$ cat src/logic/cpu_config.svh
`ifndef CPU_CONFIG_SVH
`define CPU_CONFIG_SVH

//////////////////////////////////////////////////
// Datapath sizing
//////////////////////////////////////////////////

// Data word and byte address width
`define WORD_WIDTH 16

// Architectural registers, r0 is an ordinary register here
`define NUM_REGS 16
`define REG_IDX_WIDTH 4       // log2 of NUM_REGS

//////////////////////////////////////////////////
// Instruction memory
//////////////////////////////////////////////////

// Depth in 16-bit words, so 128 bytes of program space
`define IMEM_DEPTH 64
`define IMEM_ADDR_WIDTH 6     // Word index width, log2 of IMEM_DEPTH

// Sequential step of the PC in bytes
`define PC_STEP 2

`endif

$ cat src/logic/isaPkg.sv
package isaPkg;

  //////////////////////////////////////////////////
  // Opcodes, held in instr[15:12]
  //////////////////////////////////////////////////
  typedef enum logic [3:0] {
    OP_ADD = 4'd0,    // rd = rs + rt, sets Z V N
    OP_SUB = 4'd1,    // rd = rs - rt, sets Z V N
    OP_XOR = 4'd2,    // rd = rs ^ rt, sets Z only
    OP_LLB = 4'd10,   // Low byte of rd from imm8
    OP_LHB = 4'd11,   // High byte of rd from imm8
    OP_B   = 4'd12,   // PC-relative conditional branch
    OP_BR  = 4'd13,   // Conditional jump to rs
    OP_HLT = 4'd15    // Stop fetching
  } opcodeE;

  //////////////////////////////////////////////////
  // Branch conditions, held in instr[11:9]
  //////////////////////////////////////////////////
  typedef enum logic [2:0] {
    CC_NE = 3'b000,   // Z clear
    CC_EQ = 3'b001,   // Z set
    CC_GT = 3'b010,   // Z and N both clear
    CC_LT = 3'b011,   // N set
    CC_GE = 3'b100,   // Z set, or Z and N clear
    CC_LE = 3'b101,   // Z or N set
    CC_OV = 3'b110,   // V set
    CC_UN = 3'b111    // Always
  } condE;

  // True for the eight encodings the core implements
  function automatic logic isDefinedOp(logic [3:0] code);
    return code inside {OP_ADD, OP_SUB, OP_XOR, OP_LLB,
                        OP_LHB, OP_B, OP_BR, OP_HLT};
  endfunction

endpackage

$ cat src/logic/pipePkg.sv
package pipePkg;

  //////////////////////////////////////////////////
  // Flag register
  //////////////////////////////////////////////////

  // Z in the top bit, then V, then N
  typedef struct packed {
    logic z;   // Result was zero
    logic v;   // Signed overflow
    logic n;   // Result negative
  } flagsT;

  //////////////////////////////////////////////////
  // Fetch control
  //////////////////////////////////////////////////

  // FS_HALT is only left through reset
  typedef enum logic {
    FS_RUN  = 1'b0,   // PC advancing or following redirects
    FS_HALT = 1'b1    // PC frozen and no more valid slots
  } fetchStateE;

endpackage

$ cat src/logic/fetchIf.sv
`timescale 1ns/1ns
`default_nettype none

`include "cpu_config.svh"

// Link between the fetch and execute stages
interface fetchIf;

  // Forward path, fetch to execute
  logic                   valid;   // instr and pc hold a live instruction
  logic [`WORD_WIDTH-1:0] instr;   // Fetched instruction word
  logic [`WORD_WIDTH-1:0] pc;      // Byte address of instr

  // Return path, execute to fetch
  logic                   redirect;  // One-cycle pulse on a taken branch
  logic [`WORD_WIDTH-1:0] target;    // New PC, meaningful with redirect
  logic                   halt;      // Level, stays up once HLT executed

  modport fetch (
    output valid, instr, pc,
    input  redirect, target, halt
  );

  modport execute (
    input  valid, instr, pc,
    output redirect, target, halt
  );

endinterface

`default_nettype wire

$ cat src/logic/pcControl.sv
`timescale 1ns/1ns
`default_nettype none

`include "cpu_config.svh"

module pcControl (
  input  wire isaPkg::condE          cond,     // ccc field
  input  wire logic [8:0]            offset,   // Signed, in halfwords
  input  wire pipePkg::flagsT        flags,
  input  wire logic [`WORD_WIDTH-1:0] rsVal,   // Jump address for BR
  input  wire logic                  isBranch, // B or BR in execute
  input  wire logic                  isReg,    // BR rather than B
  input  wire logic [`WORD_WIDTH-1:0] pcIn,    // Address of the branch itself
  output      logic [`WORD_WIDTH-1:0] pcOut,
  output      logic                  taken
);

  logic                   condMet;
  logic [`WORD_WIDTH-1:0] pcPlus2;
  logic [`WORD_WIDTH-1:0] relTarget;

  //////////////////////////////////////////////////
  // Condition table
  //////////////////////////////////////////////////
  always_comb begin
    case (cond)
      isaPkg::CC_NE: condMet = !flags.z;
      isaPkg::CC_EQ: condMet = flags.z;
      isaPkg::CC_GT: condMet = !flags.z && !flags.n;
      isaPkg::CC_LT: condMet = flags.n;
      isaPkg::CC_GE: condMet = flags.z || (!flags.z && !flags.n);
      isaPkg::CC_LE: condMet = flags.z || flags.n;
      isaPkg::CC_OV: condMet = flags.v;
      isaPkg::CC_UN: condMet = 1'b1;           // Unconditional
      default:       condMet = 1'b0;
    endcase
  end

  // Fall-through address
  assign pcPlus2 = pcIn + `WORD_WIDTH'(`PC_STEP);

  // Sign extend, then scale halfwords to bytes
  assign relTarget = pcPlus2 + {{(`WORD_WIDTH-10){offset[8]}}, offset, 1'b0};

  assign taken = isBranch && condMet;
  assign pcOut = taken ? (isReg ? rsVal : relTarget) : pcPlus2;

  // Instructions only ever sit on halfword boundaries
  always_comb begin
    evenPc: assert final (pcIn[0] == 1'b0)
      else $error("odd PC %h reached branch logic", pcIn);
  end

endmodule

`default_nettype wire

$ cat src/logic/fetchStage.sv
`timescale 1ns/1ns
`default_nettype none

`include "cpu_config.svh"

module fetchStage (
  input  wire logic                       clk,
  input  wire logic                       rstN,
  input  wire logic                       loadEn,     // Program load strobe
  input  wire logic [`IMEM_ADDR_WIDTH-1:0] loadAddr,  // Word index
  input  wire logic [`WORD_WIDTH-1:0]     loadData,
  fetchIf.fetch                           fIf,
  output      logic [`WORD_WIDTH-1:0]     pc,         // Address being fetched
  output      logic                       halted
);

  logic [`WORD_WIDTH-1:0] pcReg;
  pipePkg::fetchStateE    state;
  logic                   advance;    // Normal sequential fetch this cycle

  // Instruction store, no reset on the array
  logic [`WORD_WIDTH-1:0] imem [`IMEM_DEPTH];

  //////////////////////////////////////////////////
  // Load port
  //////////////////////////////////////////////////
  always_ff @(posedge clk) begin
    if (loadEn)
      imem[loadAddr] <= loadData;   // Testbench fills this while in reset
  end

  // Only a running stage with no redirect or halt pending moves forward
  assign advance = (state == pipePkg::FS_RUN) && !fIf.halt && !fIf.redirect;

  //////////////////////////////////////////////////
  // PC, valid and run/halt state
  //////////////////////////////////////////////////
  always_ff @(posedge clk or negedge rstN) begin
    if (!rstN) begin
      state     <= pipePkg::FS_RUN;
      pcReg     <= '0;
      fIf.valid <= 1'b0;
      fIf.pc    <= '0;
    end else if (state == pipePkg::FS_RUN) begin
      if (fIf.halt) begin
        state     <= pipePkg::FS_HALT;   // PC holds the slot after HLT
        fIf.valid <= 1'b0;
      end else if (fIf.redirect) begin
        pcReg     <= fIf.target;
        fIf.valid <= 1'b0;               // Squash the wrong-path slot
      end else begin
        pcReg     <= pcReg + `WORD_WIDTH'(`PC_STEP);
        fIf.valid <= 1'b1;
        fIf.pc    <= pcReg;
      end
    end
  end

  // Instruction word is payload only, valid qualifies it
  always_ff @(posedge clk) begin
    if (advance)
      fIf.instr <= imem[pcReg[`IMEM_ADDR_WIDTH:1]];   // Byte to word index
  end

  assign pc     = pcReg;
  assign halted = (state == pipePkg::FS_HALT);

  // Halt is sticky and nothing issues behind it
  haltSticky: assert property (@(posedge clk) disable iff (!rstN)
    (state == pipePkg::FS_HALT) |=> (state == pipePkg::FS_HALT) && !fIf.valid)
    else $error("fetch left FS_HALT or issued a slot");

endmodule

`default_nettype wire

$ cat src/logic/executeStage.sv
`timescale 1ns/1ns
`default_nettype none

`include "cpu_config.svh"

module executeStage (
  input  wire logic                       clk,
  input  wire logic                       rstN,
  fetchIf.execute                         fIf,
  input  wire logic [`REG_IDX_WIDTH-1:0]  dbgAddr,
  output      logic [`WORD_WIDTH-1:0]     dbgData
);

  localparam int WW = `WORD_WIDTH;

  // Decode fields
  isaPkg::opcodeE            op;
  logic [`REG_IDX_WIDTH-1:0] rd, rs, rt;
  logic [7:0]                imm8;

  logic          active;      // Valid and not yet halted
  logic          haltSeen;    // HLT already retired
  logic          regWrite;
  logic          isBranch;
  logic          isReg;
  logic          taken;

  logic [WW-1:0] rdVal, rsVal, rtVal;
  logic [WW-1:0] sum, diff, result;
  logic          addOvf, subOvf;
  logic [WW-1:0] nextPc;

  pipePkg::flagsT flags, newFlags;

  logic [WW-1:0] regs [`NUM_REGS];

  //////////////////////////////////////////////////
  // Decode
  //////////////////////////////////////////////////
  assign op   = isaPkg::opcodeE'(fIf.instr[15:12]);
  assign rd   = fIf.instr[11:8];
  assign rs   = fIf.instr[7:4];    // Also the BR jump register
  assign rt   = fIf.instr[3:0];
  assign imm8 = fIf.instr[7:0];

  assign active   = fIf.valid && !haltSeen;
  assign isBranch = (op == isaPkg::OP_B) || (op == isaPkg::OP_BR);
  assign isReg    = (op == isaPkg::OP_BR);

  // Register file reads, all combinational
  assign rdVal   = regs[rd];
  assign rsVal   = regs[rs];
  assign rtVal   = regs[rt];
  assign dbgData = regs[dbgAddr];

  //////////////////////////////////////////////////
  // ALU
  //////////////////////////////////////////////////
  assign sum  = rsVal + rtVal;     // Wraps
  assign diff = rsVal - rtVal;

  // Same-sign operands, different-sign result
  assign addOvf = (rsVal[WW-1] == rtVal[WW-1]) && (sum[WW-1] != rsVal[WW-1]);
  assign subOvf = (rsVal[WW-1] != rtVal[WW-1]) && (diff[WW-1] != rsVal[WW-1]);

  always_comb begin
    result   = '0;
    regWrite = 1'b0;
    newFlags = flags;              // Untouched unless the op sets them
    case (op)
      isaPkg::OP_ADD: begin
        result   = sum;
        regWrite = 1'b1;
        newFlags = '{z: (sum == '0), v: addOvf, n: sum[WW-1]};
      end
      isaPkg::OP_SUB: begin
        result   = diff;
        regWrite = 1'b1;
        newFlags = '{z: (diff == '0), v: subOvf, n: diff[WW-1]};
      end
      isaPkg::OP_XOR: begin
        result     = rsVal ^ rtVal;
        regWrite   = 1'b1;
        newFlags.z = ((rsVal ^ rtVal) == '0);   // Z only
      end
      isaPkg::OP_LLB: begin
        result   = {rdVal[WW-1:8], imm8};
        regWrite = 1'b1;
      end
      isaPkg::OP_LHB: begin
        result   = {imm8, rdVal[7:0]};
        regWrite = 1'b1;
      end
      default: ;                   // Branches and HLT write nothing
    endcase
  end

  //////////////////////////////////////////////////
  // State updates
  //////////////////////////////////////////////////
  always_ff @(posedge clk or negedge rstN) begin
    if (!rstN) begin
      for (int i = 0; i < `NUM_REGS; i++)
        regs[i] <= '0;
      flags    <= '0;
      haltSeen <= 1'b0;
    end else if (active) begin
      if (regWrite)
        regs[rd] <= result;
      flags <= newFlags;
      if (op == isaPkg::OP_HLT)
        haltSeen <= 1'b1;
    end
  end

  // Next-PC and condition check
  pcControl uPcControl (
    .cond     (isaPkg::condE'(fIf.instr[11:9])),
    .offset   (fIf.instr[8:0]),
    .flags    (flags),
    .rsVal    (rsVal),
    .isBranch (isBranch),
    .isReg    (isReg),
    .pcIn     (fIf.pc),
    .pcOut    (nextPc),
    .taken    (taken)
  );

  assign fIf.redirect = active && taken;
  assign fIf.target   = nextPc;
  assign fIf.halt     = haltSeen || (active && op == isaPkg::OP_HLT);  // Held as a level

  // Fetch must squash the slot behind a redirect
  redirectPulse: assert property (@(posedge clk) disable iff (!rstN)
    fIf.redirect |=> !fIf.valid && !fIf.redirect)
    else $error("wrong-path slot reached execute");

  validOpcode: assert property (@(posedge clk) disable iff (!rstN)
    fIf.valid |-> isaPkg::isDefinedOp(fIf.instr[15:12]))
    else $error("undefined opcode %h at %h", fIf.instr[15:12], fIf.pc);

endmodule

`default_nettype wire

$ cat src/logic/cpuCore.sv
`timescale 1ns/1ns
`default_nettype none

`include "cpu_config.svh"

module cpuCore (
  input  wire logic                        clk,
  input  wire logic                        rstN,
  // Program load
  input  wire logic                        loadEn,
  input  wire logic [`IMEM_ADDR_WIDTH-1:0] loadAddr,
  input  wire logic [`WORD_WIDTH-1:0]      loadData,
  // Register debug read
  input  wire logic [`REG_IDX_WIDTH-1:0]   dbgAddr,
  output      logic [`WORD_WIDTH-1:0]      dbgData,
  // Status
  output      logic [`WORD_WIDTH-1:0]      pc,
  output      logic                        halted     // Rises at end of program
);

  fetchIf uFetchIf ();

  //////////////////////////////////////////////////
  // Stage 1, PC and instruction memory
  //////////////////////////////////////////////////
  fetchStage uFetch (
    .clk      (clk),
    .rstN     (rstN),
    .loadEn   (loadEn),
    .loadAddr (loadAddr),
    .loadData (loadData),
    .fIf      (uFetchIf.fetch),
    .pc       (pc),
    .halted   (halted)
  );

  //////////////////////////////////////////////////
  // Stage 2, decode through writeback
  //////////////////////////////////////////////////
  executeStage uExecute (
    .clk     (clk),
    .rstN    (rstN),
    .fIf     (uFetchIf.execute),
    .dbgAddr (dbgAddr),
    .dbgData (dbgData)
  );

endmodule

`default_nettype wire

$ cat config.mk
export PLATFORM = sky130hd
export DESIGN_NAME = cpuCore
export DESIGN_NICKNAME = d
export VERILOG_FILES = /design/src/logic/isaPkg.sv /design/src/logic/pipePkg.sv /design/src/logic/fetchIf.sv /design/src/logic/pcControl.sv /design/src/logic/fetchStage.sv /design/src/logic/executeStage.sv /design/src/logic/cpuCore.sv
export VERILOG_INCLUDE_DIRS = /design/src /design/src/logic
export SDC_FILE = /design/constraint.sdc
export NUM_CORES = 2
export LEC_CHECK = 0
export BUFFER_PORTS_ARGS = -buffer_cell sky130_fd_sc_hd__clkbuf_2
export CORE_ASPECT_RATIO = 1.4
export CORE_MARGIN = 2
export CORE_UTILIZATION = 26
export DETAILED_ROUTE_END_ITERATION = 12
export PLACE_DENSITY = 0.47
export SYNTH_ARGS = -nofsm -noshare
export SYNTH_HDL_FRONTEND = slang
export SYNTH_SLANG_ARGS = --single-unit
$ cat constraint.sdc
create_clock -name clk -period 9.8 [get_ports clk]
set_input_delay 1.47 -clock clk [delete_from_list [all_inputs] [get_ports clk]]
set_output_delay 1.47 -clock clk [all_outputs]
set_load 0.01 [all_outputs]
==> reports/qor.yml <==
cells_and_area:
  post_route_cells_drive_above_1_share: 0.374
  fin_area_sq_um: 70900
  nets: 3510
  seq_area_sq_um: 38600
  multi_input_area_sq_um: 22200
  n_fill_cell: 23161
  area_growth_pct: 15.0
global_routing:
  grt-ovfl-total: 0
  grt_max_degree: 129
  antenna_found_initial: 14
  grtUsageTotal: 0.153
  grt_pass1_vias: 35060
  grt_pass1_wl_mm: 268
worst_setup_path:
  startpoint_type: "register"
  crit_path_end_kind: "register"
  crit_arrival_ps: 6650
  critPathMaxStageDelay_ps: 950
  path_cells: "buf_4, mux4_2, mux4_2, ha_1, nand3_1, a21oi_1, o31a_1, a211oi_2, o31a_1, mux2i_1, xor2_2, a21oi_2, o21ai_0"
  crit_type: "register to register"
  critPathSlowestCell: "a21oi_2"
  crit_required_ps: 10400
  worstPathMaxFanout: 36
drt:
  firstDrtPassIters: 7
  wl_per_cell_um: 28.2
  drt_wl_total_mm: 187
  postRouteAntennaNets: 0
  viasPerCell: 5.00
  vias: 33115
  drcViolationCount: 0
  dr.first_iter.drc_count: 3113
placed_design:
  routabilityCongestion: 0.870
  placed_area_sq_um: 66200
  hpwl_mm: 113
  port_buffers: 61
clock_tree:
  cts_tree: "yes"
  cts_setup_buffers: 0
  cts_buffers: 151
  postCtsHoldBufs: 0
  clk_pin_slew_ps: 60
  cts.repair.resized: 0
  clockBufferDepth: 4
  clk_latency_ps: 830
  root_buffer: "clkbuf_16"
  cts_htree_levels: 4
  clock-sinks: 1334
floorplan:
  io_pins: 62
  core.rowCount: 211
  initial_utilization: 0.261
  coreArea_sq_um: 236000
  dieArea_sq_um: 241000
  die_w_um: 416
  fp.dieH_um: 580
synth:
  syn_avg_cell_area_sq_um: 18.6
  ys_seq_elements: 1334
  async_flop_share: 0.220
  syn_inst: 3317
  synth_nets: 3396
  synth_edf_count: 1040
  synth_top_flop_cell: "edfxtp_1"
  yosysWarnings: 0
  synth_area_sq_um: 61600
  synth-seq-area-share: 0.626
  ys_types: 75
sta:
  rsz0062_at_grt: "false"
  setup_viol: 0
  maxSlewHeadroom: 0.148
  report.final.slew_viol_count: 0
  worst-slew-pin-transition_ps: 1280
  period_minus_slack_ps: 6050
  fmax_mhz: 165
  final-hold-violation-count: 0
  finalClockSkew_ps: 51.0
  setup_tns_ps: 0
  period_share: 0.617
pwr:
  leakagePower_nw: 23.7
  p_per_area_nw_per_um2: 213
  ir_drop_mv: 0.158
outcome:
  status: "finished, final reports clean"
worst_hold_path:
  hold_path.class: "register to register"
job:
  maxCapViolCount: 0
-- per-stage QoR --
step	utilization	hold slack (ps)	instances	setup WS (ps)	power, mW
2_1_floorplan	-	450	3317	4830	8.60
6_report	0.300	500	6627	3750	15.1
5_1_grt	0.300	524	6627	3300	15.7
3_3_place_gp	0.281	475	6366	3800	9.78
4_1_cts	0.300	501	6624	3700	15.3
3_5_place_dp	0.281	490	6366	3760	9.77
-- worst max-delay path, delay by kind of cell, from the launching register on --
family                     cells  cell delay (ps)
AOI/OAI and AO/OA              6             2210
xor gates and xnor gates       1              140
adders and majority gates      1              580
buffers and inverters          1              660
DFF                            1              560
muxes                          3             1470
and+or+nand+nor                1              140
-- cells in the final DEF, fill, tap and decap left out, types with 9 or more instances in the layout --
| cell | netlist | layout |
|---|---|---|
| mux4_2 | 656 | 656 |
| a21oi_2 | 11 | 11 |
| nor2_4 | 0 | 10 |
| nand2_1 | 123 | 123 |
| o21ai_1 | 15 | 15 |
| mux2i_1 | 12 | 12 |
| bufinv_16 | 0 | 12 |
| a21oi_1 | 96 | 96 |
| nor2_1 | 191 | 121 |
| nand3_1 | 34 | 34 |
| edfxtp_1 | 1040 | 1040 |
| o21ai_0 | 76 | 76 |
| and3_1 | 12 | 12 |
| nor3_1 | 26 | 23 |
| clkbuf_1 | 154 | 32 |
| xor2_1 | 22 | 22 |
| nor4_1 | 9 | 9 |
| nor2_2 | 0 | 60 |
| nand2b_1 | 18 | 18 |
| ha_1 | 47 | 47 |
| a211oi_1 | 9 | 9 |
| clkbuf_16 | 0 | 153 |
| nor2b_1 | 18 | 18 |
| dfrtp_1 | 294 | 289 |
| clkbuf_2 | 0 | 58 |
| inv_1 | 32 | 32 |
| a21o_1 | 10 | 10 |
| clkinv_2 | 0 | 19 |
| buf_4 | 9 | 134 |
| clkinv_1 | 1 | 28 |
| nand4_1 | 11 | 11 |
| mux2_2 | 158 | 158 |
| xnor2_1 | 37 | 37 |
-- state kept, by name, summed over array words and instances (netlist names) --
name	cells
uExecute.haltSeen	1
uFetch.halted	1
uFetch.fIf.valid	1
uFetch.pc	16
uFetch.fIf.pc	16
uExecute.regs	256
uExecute.flags	3
uFetch.imem	1024
uFetch.fIf.instr	16
-- synth_stat cells (all sizes together) (3+ instances only) --
cell,count,area share
a221oi,7,0.00099
inv,32,0.0019
ha,47,0.0095
mux4,656,0.24
nor3,27,0.0024
o21a,5,0.00061
nor2b,18,0.0018
nor4,9,0.00091
edfxtp,1040,0.51
buf,84,0.0067
xnor2,38,0.0057
a22oi,5,0.00061
a2111oi,5,0.00081
mux2,160,0.029
nor2,191,0.012
o21ai,94,0.0078
a21oi,108,0.0096
nand2b,18,0.0018
o22ai,3,0.00030
a21o,10,0.0012
o21bai,3,0.00037
o31a,3,0.00043
nor3b,6,0.00073
and3,12,0.0012
nand3b,6,0.00073
and2,4,0.00041
xor2,23,0.0034
a221o,6,0.00097
a31oi,5,0.00051
fa,3,0.00097
clkbuf,154,0.0094
or4,4,0.00049
nand2,123,0.0075
o211ai,6,0.00073
or3,7,0.00071
a211oi,12,0.0017
nand4,11,0.0011
dfrtp,294,0.12
nand3,34,0.0028
mux2i,12,0.0019
o31ai,4,0.00057
-- metal layers --
layer  global-route usage  wire [um]  vias up
met5                    0         79        -
met4               0.0598       7430       12
met3               0.0213       7290      291
met2                0.273      97400      819
met1                0.187      74300    18062
li1                     -          -    13931
-- final timing paths --
kind	start	end	slack [ps]	cells past startpoint
hold reg to reg	uExecute.flags[1]$_DFFE_PN0P_	uExecute.flags[1]$_DFFE_PN0P_	500	2
setup / recovery	uFetch.fIf.instr[4]$_DFFE_PP_	uExecute.regs[95]$_DFFE_PN0P_	3750	13
hold / removal	uExecute.flags[1]$_DFFE_PN0P_	uExecute.flags[1]$_DFFE_PN0P_	500	2
min in group asynchronous	rstN	uExecute.regs[167]$_DFFE_PN0P_	660	1
max in group asynchronous	rstN	uExecute.regs[254]$_DFFE_PN0P_	7300	3
setup reg to reg	uFetch.fIf.instr[4]$_DFFE_PP_	uExecute.regs[95]$_DFFE_PN0P_	3750	13
-- logic make-up (layout without fill, tap and decap cells) --
family                     count (synthesis)  count (layout)  share of synthesized area
DFF                                     1334            1334                      0.626
muxes                                    828             828                      0.271
and+or+nand+nor                          478             478                     0.0353
AOI/OAI and AO/OA                        295             295                     0.0301
buffers and inverters                    271             490                     0.0181
xor gates and xnor gates                  61              61                    0.00909
adders and majority gates                 50              50                     0.0105
other                                      0               3                          0
-- where the power goes --
| group | switching [mW] | internal (mW) |
|---|---|---|
| combinational | 1.61 | 1.48 |
| sequential | 0.223 | 6.26 |
| clock | 2.29 | 3.22 |
-- layout make-up --
type                            instances  area share
Timing Repair Buffer                  199      0.0202
Antenna cell                            3    0.000106
Tap cell                             3088      0.0545
Clock inverter                         66     0.00903
Inverter                               33     0.00175
Clock buffer                          192      0.0570
Multi-Input combinational cell       1712       0.313
Sequential cell                      1334       0.544
Note: power is estimated with default switching activity, not from simulation.
